## src/hazardPkg.sv

```systemverilog
`default_nettype none

package hazardPkg;

    ////////////////////////////////////////////////////////////////////////////
    // Sizes
    ////////////////////////////////////////////////////////////////////////////
    localparam int RegAddrW  = 5;  // 32 architectural registers
    localparam int NumFwdOps = 3;  // 0 ID/EX Rs1, 1 ID/EX Rs2, 2 IF/ID Rs2

    ////////////////////////////////////////////////////////////////////////////
    // Encodings
    ////////////////////////////////////////////////////////////////////////////

    // Operand mux select toward the datapath
    typedef enum logic [1:0] {
        fwdNone  = 2'b00,  // Register file value
        fwdExMem = 2'b01,
        fwdMemWb = 2'b10,
        fwdVwb   = 2'b11   // Value written back one cycle ago
    } fwdSel_e;

    // Origin of the EX/MEM destination value
    typedef enum logic [1:0] {
        rdstAlu  = 2'b00,
        rdstMem  = 2'b01,  // Load data, not ready before WB
        rdstPc   = 2'b10,  // Link address
        rdstNone = 2'b11
    } rdstSrc_e;

    // Condition field, ARM style ordering
    typedef enum logic [3:0] {
        eq = 4'h0, ne = 4'h1, cs = 4'h2, cc = 4'h3,
        mi = 4'h4, pl = 4'h5, vs = 4'h6, vc = 4'h7,
        hi = 4'h8, ls = 4'h9, ge = 4'ha, lt = 4'hb,
        gt = 4'hc, le = 4'hd, al = 4'he, nv = 4'hf
    } cond_e;

    // Fetch address mux select
    typedef enum logic [1:0] {
        npcSeq         = 2'b00,  // PC + 4 or BTB target
        npcTarget      = 2'b01,  // Computed branch target
        npcFallthrough = 2'b10,  // Instruction after the branch
        npcIrq         = 2'b11   // Interrupt vector
    } npcSel_e;

    // 2-bit saturating counter, MSB is the prediction
    typedef enum logic [1:0] {
        strongNot   = 2'b00,
        weakNot     = 2'b01,
        weakTaken   = 2'b10,
        strongTaken = 2'b11
    } bpCnt_e;

endpackage

`default_nettype wire

```

## src/fwdSourceTrack.sv

```systemverilog
`default_nettype none

module fwdSourceTrack (
    input  wire logic                             clk,
    input  wire logic                             i_rstN,
    // EX/MEM register fields
    input  wire logic                             i_exMemRWMem,     // 1 read, 0 write
    input  wire logic                             i_exMemMemEnable,
    input  wire logic                             i_exMemRWe,
    input  wire logic [hazardPkg::RegAddrW-1:0]   i_exMemRdst,
    input  wire hazardPkg::rdstSrc_e              i_exMemRdstSrc,
    // MEM/WB register fields
    input  wire logic [hazardPkg::RegAddrW-1:0]   i_memWbRdst,
    input  wire logic                             i_memWbRWe,
    // Qualified sources
    output logic                                  o_exMemValid,
    output logic [hazardPkg::RegAddrW-1:0]        o_exMemAddr,
    output logic                                  o_exMemLoad,
    output logic                                  o_memWbValid,
    output logic [hazardPkg::RegAddrW-1:0]        o_memWbAddr,
    output logic                                  o_vwbValid,
    output logic [hazardPkg::RegAddrW-1:0]        o_vwbAddr
);

    logic                            vwbValid;
    logic [hazardPkg::RegAddrW-1:0]  vwbAddr;

    ////////////////////////////////////////////////////////////////////////////
    // EX/MEM and MEM/WB qualification
    ////////////////////////////////////////////////////////////////////////////

    // Only ALU results and link addresses exist at EX/MEM
    assign o_exMemValid = i_exMemRWe &&
                          (i_exMemRdstSrc == hazardPkg::rdstAlu ||
                           i_exMemRdstSrc == hazardPkg::rdstPc);

    // Load still on its way from the data cache
    assign o_exMemLoad  = i_exMemMemEnable && i_exMemRWMem &&
                          (i_exMemRdstSrc == hazardPkg::rdstMem);
    assign o_exMemAddr  = i_exMemRdst;

    assign o_memWbValid = i_memWbRWe;  // Any writeback is ready here
    assign o_memWbAddr  = i_memWbRdst;

    ////////////////////////////////////////////////////////////////////////////
    // Virtual write-back stage
    ////////////////////////////////////////////////////////////////////////////

    // Holds last cycle's MEM/WB write for reads that miss the RF bypass
    always_ff @(posedge clk) begin
        if (!i_rstN) begin
            vwbValid <= 1'b0;
        end else begin
            vwbValid <= i_memWbRWe;
        end
        vwbAddr <= i_memWbRdst;  // Payload only
    end

    assign o_vwbValid = vwbValid;
    assign o_vwbAddr  = vwbAddr;

endmodule

`default_nettype wire

```

## src/fwdOperand.sv

```systemverilog
`default_nettype none

module fwdOperand (
    input  wire logic                             i_need,       // Operand actually read
    input  wire logic [hazardPkg::RegAddrW-1:0]   i_rs,
    // Sources from fwdSourceTrack
    input  wire logic                             i_exMemValid,
    input  wire logic [hazardPkg::RegAddrW-1:0]   i_exMemAddr,
    input  wire logic                             i_exMemLoad,
    input  wire logic                             i_memWbValid,
    input  wire logic [hazardPkg::RegAddrW-1:0]   i_memWbAddr,
    input  wire logic                             i_vwbValid,
    input  wire logic [hazardPkg::RegAddrW-1:0]   i_vwbAddr,
    output hazardPkg::fwdSel_e                    o_fwdSel,
    output logic                                  o_loadUse
);

    logic exMemHit;
    logic loadHit;
    logic memWbHit;
    logic vwbHit;

    assign exMemHit = i_exMemValid && (i_exMemAddr == i_rs);
    assign loadHit  = i_exMemLoad  && (i_exMemAddr == i_rs);
    assign memWbHit = i_memWbValid && (i_memWbAddr == i_rs);
    assign vwbHit   = i_vwbValid   && (i_vwbAddr   == i_rs);

    // Youngest producer wins
    always_comb begin
        o_fwdSel  = hazardPkg::fwdNone;
        o_loadUse = 1'b0;
        if (i_need) begin
            if (exMemHit) begin
                o_fwdSel = hazardPkg::fwdExMem;
            end else if (loadHit) begin
                o_loadUse = 1'b1;  // Data not back yet, hold the consumer
            end else if (memWbHit) begin
                o_fwdSel = hazardPkg::fwdMemWb;
            end else if (vwbHit) begin
                o_fwdSel = hazardPkg::fwdVwb;
            end
        end
    end

endmodule

`default_nettype wire

```

## src/stallUnit.sv

```systemverilog
`default_nettype none

module stallUnit (
    input  wire logic [hazardPkg::NumFwdOps-1:0] i_loadUse,
    input  wire logic                            i_dCacheMiss,   // MEM stage
    input  wire logic                            i_iCacheMiss,   // IF stage
    input  wire logic                            i_flushPipePc,  // From branchUnit
    output logic                                 o_pcStall,
    output logic                                 o_ifIdStall,
    output logic                                 o_idExStall,
    output logic                                 o_exMemStall,
    output logic                                 o_ifIdFlush,
    output logic                                 o_idExFlush,
    output logic                                 o_exMemFlush,
    output logic                                 o_memWbFlush
);

    logic exLoadUse;  // Consumer sits in EX
    logic idLoadUse;  // Consumer sits in ID
    logic ifIdHazard;
    logic idExHazard;

    assign exLoadUse = i_loadUse[0] | i_loadUse[1];
    assign idLoadUse = i_loadUse[2];

    ////////////////////////////////////////////////////////////////////////////
    // Stall priority, oldest stage first
    ////////////////////////////////////////////////////////////////////////////
    always_comb begin
        o_pcStall    = 1'b0;
        o_ifIdStall  = 1'b0;
        o_idExStall  = 1'b0;
        o_exMemStall = 1'b0;
        ifIdHazard   = 1'b0;
        idExHazard   = 1'b0;
        o_exMemFlush = 1'b0;
        o_memWbFlush = 1'b0;
        if (i_dCacheMiss) begin
            // Freeze everything up to MEM, bubble into WB
            {o_pcStall, o_ifIdStall, o_idExStall, o_exMemStall} = 4'b1111;
            o_memWbFlush = 1'b1;
        end else if (exLoadUse) begin
            {o_pcStall, o_ifIdStall, o_idExStall} = 3'b111;
            o_exMemFlush = 1'b1;
        end else if (idLoadUse) begin
            {o_pcStall, o_ifIdStall} = 2'b11;
            idExHazard = 1'b1;
        end else if (i_iCacheMiss) begin
            o_pcStall  = 1'b1;
            ifIdHazard = 1'b1;  // No valid fetch this cycle
        end
    end

    // Branch redirect kills both younger stages
    assign o_ifIdFlush = ifIdHazard | i_flushPipePc;
    assign o_idExFlush = idExHazard | i_flushPipePc;

endmodule

`default_nettype wire

```

## src/branchUnit.sv

```systemverilog
`default_nettype none

module branchUnit (
    input  wire logic                 i_pcMatchValid,  // BTB hit for this branch
    input  wire logic                 i_branchInstr,
    input  wire logic                 i_jumpInstr,
    input  wire logic                 i_predicEqRes,   // BTB target equals computed one
    input  wire hazardPkg::bpCnt_e    i_ctrlIn,
    input  wire logic                 i_irq,
    input  wire logic [3:0]           i_cc4,           // N Z C V
    input  wire hazardPkg::cond_e     i_condBits,
    output hazardPkg::bpCnt_e         o_ctrlOut,
    output logic                      o_flushPipePc,
    output logic                      o_writeEnable,
    output hazardPkg::npcSel_e        o_npc
);

    logic flagN;
    logic flagZ;
    logic flagC;
    logic flagV;
    logic condPass;
    logic taken;
    logic predTaken;
    logic mispredict;

    assign {flagN, flagZ, flagC, flagV} = i_cc4;

    ////////////////////////////////////////////////////////////////////////////
    // Condition check
    ////////////////////////////////////////////////////////////////////////////
    always_comb begin
        unique case (i_condBits)
            hazardPkg::eq: condPass = flagZ;
            hazardPkg::ne: condPass = !flagZ;
            hazardPkg::cs: condPass = flagC;
            hazardPkg::cc: condPass = !flagC;
            hazardPkg::mi: condPass = flagN;
            hazardPkg::pl: condPass = !flagN;
            hazardPkg::vs: condPass = flagV;
            hazardPkg::vc: condPass = !flagV;
            hazardPkg::hi: condPass = flagC && !flagZ;        // Unsigned higher
            hazardPkg::ls: condPass = !flagC || flagZ;
            hazardPkg::ge: condPass = (flagN == flagV);       // Signed compare
            hazardPkg::lt: condPass = (flagN != flagV);
            hazardPkg::gt: condPass = !flagZ && (flagN == flagV);
            hazardPkg::le: condPass = flagZ || (flagN != flagV);
            hazardPkg::al: condPass = 1'b1;
            default:       condPass = 1'b0;                   // nv
        endcase
    end

    ////////////////////////////////////////////////////////////////////////////
    // Resolution against the prediction
    ////////////////////////////////////////////////////////////////////////////
    assign taken      = i_jumpInstr || (i_branchInstr && condPass);
    assign predTaken  = i_pcMatchValid && i_ctrlIn[1];
    assign mispredict = (taken != predTaken) ||
                        (taken && predTaken && !i_predicEqRes);  // Stale target

    always_comb begin
        o_flushPipePc = 1'b1;
        if (i_irq) begin
            o_npc = hazardPkg::npcIrq;
        end else if (mispredict && taken) begin
            o_npc = hazardPkg::npcTarget;
        end else if (mispredict) begin
            o_npc = hazardPkg::npcFallthrough;  // Fetched down the wrong path
        end else begin
            o_npc         = hazardPkg::npcSeq;
            o_flushPipePc = 1'b0;
        end
    end

    // Train only on real control transfers
    assign o_writeEnable = (i_branchInstr || i_jumpInstr) && !i_irq;

    // Saturating counter, fresh BTB entries start weak
    always_comb begin
        if (!i_pcMatchValid) begin
            o_ctrlOut = taken ? hazardPkg::weakTaken : hazardPkg::weakNot;
        end else begin
            unique case (i_ctrlIn)
                hazardPkg::strongNot:
                    o_ctrlOut = taken ? hazardPkg::weakNot : hazardPkg::strongNot;
                hazardPkg::weakNot:
                    o_ctrlOut = taken ? hazardPkg::weakTaken : hazardPkg::strongNot;
                hazardPkg::weakTaken:
                    o_ctrlOut = taken ? hazardPkg::strongTaken : hazardPkg::weakNot;
                default:
                    o_ctrlOut = taken ? hazardPkg::strongTaken : hazardPkg::weakTaken;
            endcase
        end
    end

endmodule

`default_nettype wire

```

## src/hazardUnit.sv

```systemverilog
`default_nettype none

module hazardUnit (
    input  wire logic                             clk,
    input  wire logic                             i_rstN,
    // Operand fields
    input  wire logic                             i_ifIdNeedRs2,
    input  wire logic [hazardPkg::RegAddrW-1:0]   i_ifIdRs2,
    input  wire logic                             i_idExNeedRs1,
    input  wire logic                             i_idExNeedRs2,
    input  wire logic [hazardPkg::RegAddrW-1:0]   i_idExRs1,
    input  wire logic [hazardPkg::RegAddrW-1:0]   i_idExRs2,
    // Destination fields
    input  wire logic                             i_exMemRWMem,
    input  wire logic                             i_exMemMemEnable,
    input  wire logic                             i_exMemRWe,
    input  wire logic [hazardPkg::RegAddrW-1:0]   i_exMemRdst,
    input  wire hazardPkg::rdstSrc_e              i_exMemRdstSrc,
    input  wire logic [hazardPkg::RegAddrW-1:0]   i_memWbRdst,
    input  wire logic                             i_memWbRWe,
    // Caches
    input  wire logic                             i_dCacheMiss,
    input  wire logic                             i_iCacheMiss,
    // Branch resolution
    input  wire logic                             i_pcMatchValid,
    input  wire logic                             i_branchInstr,
    input  wire logic                             i_jumpInstr,
    input  wire logic                             i_predicEqRes,
    input  wire hazardPkg::bpCnt_e                i_ctrlIn,
    input  wire logic                             i_irq,
    input  wire logic [3:0]                       i_cc4,
    input  wire hazardPkg::cond_e                 i_condBits,
    // Forward selects
    output hazardPkg::fwdSel_e                    o_op1ExSel,
    output hazardPkg::fwdSel_e                    o_op2ExSel,
    output hazardPkg::fwdSel_e                    o_op2IdSel,
    // Pipeline control
    output logic                                  o_pcStall,
    output logic                                  o_ifIdStall,
    output logic                                  o_idExStall,
    output logic                                  o_exMemStall,
    output logic                                  o_ifIdFlush,
    output logic                                  o_idExFlush,
    output logic                                  o_exMemFlush,
    output logic                                  o_memWbFlush,
    // Predictor and fetch
    output hazardPkg::bpCnt_e                     o_ctrlOut,
    output logic                                  o_flushPipePc,
    output logic                                  o_writeEnable,
    output hazardPkg::npcSel_e                    o_npc
);

    logic                            exMemValid, exMemLoad, memWbValid, vwbValid;
    logic [hazardPkg::RegAddrW-1:0]  exMemAddr, memWbAddr, vwbAddr;
    logic [hazardPkg::NumFwdOps-1:0] opNeed;
    logic [hazardPkg::RegAddrW-1:0]  opRs [hazardPkg::NumFwdOps];
    hazardPkg::fwdSel_e              opSel [hazardPkg::NumFwdOps];
    logic [hazardPkg::NumFwdOps-1:0] loadUse;

    // Operand order fixed by the stall priority
    assign opNeed  = {i_ifIdNeedRs2, i_idExNeedRs2, i_idExNeedRs1};
    assign opRs[0] = i_idExRs1;
    assign opRs[1] = i_idExRs2;
    assign opRs[2] = i_ifIdRs2;

    fwdSourceTrack u_fwdSourceTrack (
        .clk, .i_rstN,
        .i_exMemRWMem, .i_exMemMemEnable, .i_exMemRWe, .i_exMemRdst, .i_exMemRdstSrc,
        .i_memWbRdst, .i_memWbRWe,
        .o_exMemValid (exMemValid), .o_exMemAddr (exMemAddr), .o_exMemLoad (exMemLoad),
        .o_memWbValid (memWbValid), .o_memWbAddr (memWbAddr),
        .o_vwbValid   (vwbValid),   .o_vwbAddr   (vwbAddr)
    );

    for (genvar gi = 0; gi < hazardPkg::NumFwdOps; gi++) begin : g_op
        fwdOperand u_fwdOperand (
            .i_need       (opNeed[gi]),  .i_rs        (opRs[gi]),
            .i_exMemValid (exMemValid),  .i_exMemAddr (exMemAddr), .i_exMemLoad (exMemLoad),
            .i_memWbValid (memWbValid),  .i_memWbAddr (memWbAddr),
            .i_vwbValid   (vwbValid),    .i_vwbAddr   (vwbAddr),
            .o_fwdSel     (opSel[gi]),   .o_loadUse   (loadUse[gi])
        );
    end

    assign o_op1ExSel = opSel[0];
    assign o_op2ExSel = opSel[1];
    assign o_op2IdSel = opSel[2];

    stallUnit u_stallUnit (
        .i_loadUse (loadUse), .i_dCacheMiss, .i_iCacheMiss, .i_flushPipePc (o_flushPipePc),
        .o_pcStall, .o_ifIdStall, .o_idExStall, .o_exMemStall,
        .o_ifIdFlush, .o_idExFlush, .o_exMemFlush, .o_memWbFlush
    );

    branchUnit u_branchUnit (
        .i_pcMatchValid, .i_branchInstr, .i_jumpInstr, .i_predicEqRes, .i_ctrlIn,
        .i_irq, .i_cc4, .i_condBits,
        .o_ctrlOut, .o_flushPipePc, .o_writeEnable, .o_npc
    );

endmodule

`default_nettype wire

```

## config.mk

```make
export PLATFORM = sky130hd
export DESIGN_NAME = hazardUnit
export DESIGN_NICKNAME = d
export VERILOG_FILES = /design/src/hazardPkg.sv /design/src/fwdSourceTrack.sv /design/src/fwdOperand.sv /design/src/stallUnit.sv /design/src/branchUnit.sv /design/src/hazardUnit.sv
export SDC_FILE = /design/constraint.sdc
export NUM_CORES = 1
export LEC_CHECK = 0
export BUFFER_PORTS_ARGS = -buffer_cell sky130_fd_sc_hd__buf_4
export CORE_MARGIN = 2
export CORE_UTILIZATION = 44
export DETAILED_ROUTE_END_ITERATION = 16
export PLACE_DENSITY = 0.88
export SYNTH_ARGS = -nofsm -noshare
export SYNTH_HDL_FRONTEND = slang
export SYNTH_SLANG_ARGS = --single-unit
```

## constraint.sdc

```tcl
create_clock -name clk -period 2.55 [get_ports clk]
set_input_delay 0.255 -clock clk [delete_from_list [all_inputs] [get_ports clk]]
set_output_delay 0.255 -clock clk [all_outputs]
set_load 0.01 [all_outputs]
```

# Word level (Yosys, flattened, before mapping)
# Index checks and enable logic that the tools add are counted.
[word_totals] latchBits=0 memories=0 ram_bits=0 rom_bits=0 word_cells=127 out_inout_bits=20 regBits=6 inputBits=53
[classes] shifts=0 bitwise_logic=3 reduce_logical=38 n_mux=54 mul=0 magnitude_cmp=0 div=0 addsub=0 n_eq_ne=30
[ops] cell="$eq 5x5->1" count=9
[ops] cell="$mux 2" count=22
[ops] cell="$mux 1" count=30
[ops] cell="$eq 4x4->1 const B" count=7
[ops] cell="$logic_and 1x1->1" count=23
[ops] cell="$eq 4x3->1 const B" count=4
[ops] cell="$pmux 1 s15" count=1
[ops] cell="$eq 4x2->1 const B" count=2
[ops] cell="$logic_not 1->1" count=6
[ops] cell="$logic_or 1x1->1" count=6
[ops] cell="$pmux 2 s3" count=1
[ops] cell="$eq 2x1->1 const B" count=2
[ops] cell="$eq 2x2->1 const B" count=2
[ops] cell="$eq 4x1->1 const B" count=1
[ops] cell="$logic_not 2->1" count=2
[ops] cell="$logic_not 4->1" count=1
[ops] cell="$or 1x1->1" count=3
[ops] cell="$ne 1x1->1" count=2
[ops] cell="$eq 1x1->1" count=1

# Longest topological paths before layout
[depth] ltp_word=12 ltp_mapped=10 depth_no_buf=9

# Modules after synthesis
# A second synthesis with hierarchy kept.
[unflattened] hier_cells=179 area_unflattened_um2=1386.3
[modules_own_cells] mod="fwdOperand" n_inst=3 area_per_inst_um2=234.0 seq_area_each_um2=0.0 cells_each=32
[modules_own_cells] mod="branchUnit" n_inst=1 area_per_inst_um2=380.4 seq_area_each_um2=0.0 cells_each=52
[modules_own_cells] mod="fwdSourceTrack" n_inst=1 area_per_inst_um2=225.2 seq_area_each_um2=120.1 cells_each=20
[modules_own_cells] mod="stallUnit" n_inst=1 area_per_inst_um2=78.8 seq_area_each_um2=0.0 cells_each=11

# Worst setup path before layout
# Ideal clock, no wire load.
[synth_path] kind="input port to output port" startpoint="input port i_condBits[1]" endpoint="output port o_idExFlush" path_buffers=1 required_ns=2.295 slack_ns=0.268 path_stages=10 arrival_time_ns=2.027 cell_sequence="buf_2 > and4bb_2 > a21oi_2 > o41ai_2 > and4bb_4 > inv_1 > ha_1 > nor2_1 > o21ai_1 > a31o_2"
[synth_via] elab_chain_len=11 word_cells_on_any_way=27 classes_between="eq/ne (15); mux (4); bitwise (1); reduce/logical (7)"
[synth_lines] item="from (decl)" line_no="hazardUnit.sv:32" text="input wire hazardPkg::cond_e i_condBits,"
[synth_lines] item="$eq 4x4->1, or another cell as far along" line_no="branchUnit.sv:33" text="unique case (i_condBits)"
[synth_lines] item="$pmux 1 s15 (*)" line_no="branchUnit.sv:33"
[synth_lines] item="$logic_and 1x1->1 (*)" line_no="branchUnit.sv:56" text="assign taken = i_jumpInstr || (i_branchInstr && condPass);"
[synth_lines] item="$logic_or 1x1->1 (*)" line_no="branchUnit.sv:56"
[synth_lines] item="$logic_and 1x1->1 (2 in series)" line_no="branchUnit.sv:59" text="(taken && predTaken && !i_predicEqRes);"
[synth_lines] item="$logic_or 1x1->1" line_no="branchUnit.sv:58" text="assign mispredict = (taken != predTaken) ||"
[synth_lines] item="$mux 1 or $logic_and 1x1->1 (tied branches)" line_no="branchUnit.sv:67, branchUnit.sv:65"
[synth_lines] item="$mux 1 (*)" line_no="branchUnit.sv:65" text="end else if (mispredict && taken) begin"
[synth_lines] item="$mux 1 (*)" line_no="branchUnit.sv:63" text="if (i_irq) begin"
[synth_lines] item="via o_flushPipePc" line_no="hazardUnit.sv:48" text="output logic o_flushPipePc,"
[synth_lines] item="$or 1x1->1 (*)" line_no="stallUnit.sv:56" text="assign o_idExFlush = idExHazard | i_flushPipePc;"
[synth_lines] item="to (decl)" line_no="hazardUnit.sv:43" text="output logic o_idExFlush,"
# Mark *: on every way through the listed nets, which the timed path passes. The rest lies on a longest branch.

# Worst setup path in the final report
[layout_path] startpoint="input port i_condBits[3]" endpoint="output port o_ifIdFlush"
[layout_via] elab_chain_len=11 word_cells_on_any_way=27 classes_between="eq/ne (15); mux (4); bitwise (1); reduce/logical (7)"
[layout_lines] item="$eq 4x4->1, or another cell as far along" line_no="branchUnit.sv:33"
[layout_lines] item="$pmux 1 s15 (*)" line_no="branchUnit.sv:33"
[layout_lines] item="$logic_and 1x1->1 (*)" line_no="branchUnit.sv:56"
[layout_lines] item="$logic_or 1x1->1 (*)" line_no="branchUnit.sv:56"
[layout_lines] item="$logic_and 1x1->1 (2 in series)" line_no="branchUnit.sv:59"
[layout_lines] item="$logic_or 1x1->1" line_no="branchUnit.sv:58"
[layout_lines] item="$mux 1 or $logic_and 1x1->1 (tied branches)" line_no="branchUnit.sv:67, branchUnit.sv:65"
[layout_lines] item="$mux 1 (*)" line_no="branchUnit.sv:65"
[layout_lines] item="$mux 1 (*)" line_no="branchUnit.sv:63"
[layout_lines] item="$or 1x1->1 (*)" line_no="stallUnit.sv:55" text="assign o_ifIdFlush = ifIdHazard | i_flushPipePc;"
[layout_lines] item="to (decl)" line_no="hazardUnit.sv:42" text="output logic o_ifIdFlush,"
# Mark *: on every way between the ends. The rest lies on a longest branch, timed or not.

==> flow_summary.rst <==
.. list-table::
   :header-rows: 1

   * - Metric
     - Value
   * - Clock input transition at the sequential cells of the worst setup and hold paths
     - 0.05 ns
   * - Path class of the lowest-slack min-delay path
     - input port to register
   * - Share of flip-flops with an asynchronous set or reset
     - 0%
   * - Slowest Stage Delay on Critical Path
     - 0.36 ns
   * - Unrepaired setup endpoints after global routing
     - false
   * - Post-placement cell area
     - 0.00177 mm2
   * - Proportion of power drawn by the clock network
     - 19.8%
   * - Wire length of the first global-routing pass
     - 5940 um
   * - Static Leakage
     - 0.832 nW
   * - Total of fill cells in the finished design
     - 239
   * - Max_cap viols
     - 0
   * - Root Driver
     - sky130_fd_sc_hd__clkbuf_4
   * - Antenna violations before repair
     - 0
   * - CTS tree
     - built
   * - Sequential element share of the synthesized area
     - 9.74%
   * - Post-route standard cell area excluding fillers
     - 0.00182 mm2
   * - Wire per inst
     - 13.9 um
   * - Worst Setup Start Kind
     - input port
   * - Number of design rule violations left after detail routing
     - 0
   * - Number of clock sinks seen by CTS
     - 6
   * - Peak clock frequency supported by timing
     - 411 MHz
   * - WS Path Type
     - input port to output port
   * - Average instance area after synthesis
     - 7.71 um2
   * - Register bit count reported by yosys
     - 6
   * - FF/Latch Area
     - 120 um2
   * - Drt pass-1 iters
     - 4
   * - Leading register cell type out of synthesis
     - sky130_fd_sc_hd__dfxtp_1
   * - Combined area of the multi-input logic cells
     - 0.00107 mm2
   * - Sequential fraction of design power
     - 21.9%
   * - Slew at the pin closest to its max-slew limit
     - 0.486 ns
   * - Clock Path Buffers
     - 2
   * - Sw Pwr
     - 0.000179 W
   * - Clock period minus worst slack
     - 2.43 ns
   * - Sum of negative setup slack
     - 0 ns
   * - Buffer and inverter count on the worst path
     - 3
   * - Cell-by-cell trace of the critical path
     - buf_4 > and4bb_2 > a21oi_2 > o41ai_2 > and4bb_4 > inv_1 > ha_1 > nor2_1 > o21ai_2 > a31o_2 > buf_4
   * - Number of unique standard cell types used by synthesis
     - 45
   * - Number of synthesis warnings
     - 0
   * - Number of nets in the synthesized netlist
     - 214
   * - Remaining global-route overflow
     - 0
   * - DIE WIDTH
     - 57.0 um
   * - Number of diodes added for antenna fixing
     - 0
   * - Netlist area before placement
     - 0.00123 mm2
   * - Power share of the combinational group
     - 58.3%
   * - Count of mapped cells out of synthesis
     - 160
   * - Cell seen most often among critical-path stages
     - sky130_fd_sc_hd__buf_4
   * - Total I/O pin count
     - 73
   * - Headroom to the max-slew limit
     - 67.3%
   * - Data required time of the critical path
     - 2.30 ns
   * - Core Rows
     - 19
   * - Effective utilization at floorplan
     - 45.5%
   * - Die outline area
     - 0.00324 mm2
   * - Top delay family on crit path
     - simple AND/OR/NAND/NOR gates
   * - Via count
     - 1421
   * - Port Buffer Count
     - 72
   * - Routability-driven placement congestion ratio
     - 0.888
   * - Slowest cell on the critical path
     - sky130_fd_sc_hd__and4bb_4
   * - CTS H-Tree Depth
     - 1
   * - Maximum net fanout on the critical path
     - 12
   * - DR vias/cell
     - 5.42
   * - Final wirelength
     - 3630 um
   * - Total power density per cell area
     - 266 mW/mm2
   * - Synthesis-to-finish area growth
     - 47.5%
   * - Number of hold violations in the final report
     - 0
   * - Setup violation total in the final timing report
     - 0
   * - Cts bufs inserted
     - 3
   * - Post-layout util
     - 67.1%
   * - Signal arrival time at the worst endpoint
     - 2.18 ns
   * - Max Transition Viols Final
     - 0
   * - Hold buffer count at cts
     - 0
   * - Internal
     - 0.000305 W
   * - Die Span Y
     - 57.0 um
   * - Outcome
     - finished, final reports clean
   * - Largest voltage drop on the vdd net
     - 0.299 mV
   * - Net count reported at finish
     - 287
   * - Share of cells above drive strength 1
     - 38.5%
   * - Number of flops mapped to enable cells by yosys
     - 0
   * - Starting DRT DRC Count
     - 87
   * - Number of global-route vias before repair
     - 1386
   * - Placeable core region
     - 0.00271 mm2
   * - Largest net degree at the start of global routing
     - 13
   * - Critical Path Sink Type
     - output port
   * - Post-route clock period utilization
     - 95.4%
   * - Final antenna-violating net count
     - 0
   * - Sw Ratio
     - 37.0%
   * - Overall global routing resource usage
     - 22.9%
[routing by layer]
| layer | share of wire [%] | global-route usage, % | up-vias |
|---|---|---|---|
| met5 | 0 | 0 | - |
| met4 | 2.3 | 11.3 | 0 |
| met3 | 6.1 | 4.08 | 8 |
| met2 | 52 | 40.4 | 61 |
| met1 | 39 | 26.5 | 639 |
| li1 | - | - | 713 |
[placed cells by master, fill, tap and decap left out, types with 4 or more instances in the layout]
cell type and instances:
sky130_fd_sc_hd__a21oi_1 7, sky130_fd_sc_hd__and3_1 6, sky130_fd_sc_hd__buf_4 73, sky130_fd_sc_hd__dfxtp_1 6, sky130_fd_sc_hd__inv_1 5, sky130_fd_sc_hd__nand2_1 10
sky130_fd_sc_hd__nand3_1 8, sky130_fd_sc_hd__nor2_1 6, sky130_fd_sc_hd__nor2b_1 6, sky130_fd_sc_hd__nor3_1 4, sky130_fd_sc_hd__nor4_1 7, sky130_fd_sc_hd__o21ai_0 4
sky130_fd_sc_hd__xnor2_1 15, sky130_fd_sc_hd__xor2_1 32
[power by group through the flow]
stage | sequential [W] | combinational [W] | clock (W)
after floorplan | 0.000106 | 0.000136 | 0
after global placement | 0.000107 | 0.000268 | 0
after detailed placement | 0.000108 | 0.000272 | 0
after CTS | 0.000106 | 0.000274 | 0.0000967
after global routing | 0.000106 | 0.000306 | 0.000103
final | 0.000106 | 0.000282 | 0.0000958
[state kept, by name, summed over array words and instances (netlist names)]
register                     count
u_fwdSourceTrack.o_vwbAddr       5
u_fwdSourceTrack.o_vwbValid      1
[Yosys cell counts (3+ instances only)]
library cell,instances,area share (%)
sky130_fd_sc_hd__a211oi_1,3,1.8
sky130_fd_sc_hd__a21oi_1,8,3.2
sky130_fd_sc_hd__and2_1,3,1.5
sky130_fd_sc_hd__and3_1,6,3.0
sky130_fd_sc_hd__dfxtp_1,6,9.7
sky130_fd_sc_hd__inv_1,5,1.5
sky130_fd_sc_hd__nand2_1,10,3.0
sky130_fd_sc_hd__nand3_1,8,3.2
sky130_fd_sc_hd__nor2_1,6,1.8
sky130_fd_sc_hd__nor2b_1,6,3.0
sky130_fd_sc_hd__nor3_1,4,1.6
sky130_fd_sc_hd__nor4_1,7,3.5
sky130_fd_sc_hd__o21a_1,3,1.8
sky130_fd_sc_hd__o21ai_0,4,1.6
sky130_fd_sc_hd__xnor2_1,15,11
sky130_fd_sc_hd__xor2_1,32,23
[cells by family (layout without fill, tap and decap cells)]
logic type / after synthesis / count (layout) / share of synthesized area (%)
AO/OA/AOI/OAI: 31 / 31 / 17.9
adder cells (fa/ha/maj): 2 / 2 / 1.93
multiplexers: 1 / 1 / 0.811
buffers and inverters: 10 / 81 / 4.97
AND/OR/NAND/NOR: 62 / 62 / 30.0
XOR/XNOR: 48 / 48 / 34.7
flip-flops: 6 / 6 / 9.74
[final cells by class]
class                      count  share of cell area [%]
timing repair buffer          73                    30.1
multi-input combinational    144                    58.9
tap                           31                    2.13
clock buffer                   3                    1.24
sequential                     6                    6.60
inverter                       5                    1.03
[through the flow]
| stage | cells | total power (W) | hold WS (ns) | worst slack [ns] |
|---|---|---|---|---|
| after floorplan | 160 | 0.000242 | 0.283 | 0.268 |
| after CTS | 261 | 0.000477 | 0.141 | 0.0825 |
| after detailed placement | 258 | 0.000380 | 0.405 | 0.0899 |
| after global placement | 258 | 0.000375 | 0.403 | 0.149 |
| final | 262 | 0.000483 | 0.143 | 0.117 |
| after global routing | 262 | 0.000516 | 0.138 | 0.00372 |
[final timing paths]
| path | startpoint | cells past startpoint | slack (ns) | end |
|---|---|---|---|---|
| max | i_condBits[3] | 11 | 0.12 | o_ifIdFlush |
| min | i_memWbRdst[3] | 1 | 0.14 | u_fwdSourceTrack.o_vwbAddr[3]$_DFF_P_ |
[what timing repair did]
action | in CTS | in global routing
setup buffers | 0 | 1
endpoints found under the setup margin | 0 | 4
resized for setup | 0 | 3
Power figures use the tool's default switching activity.
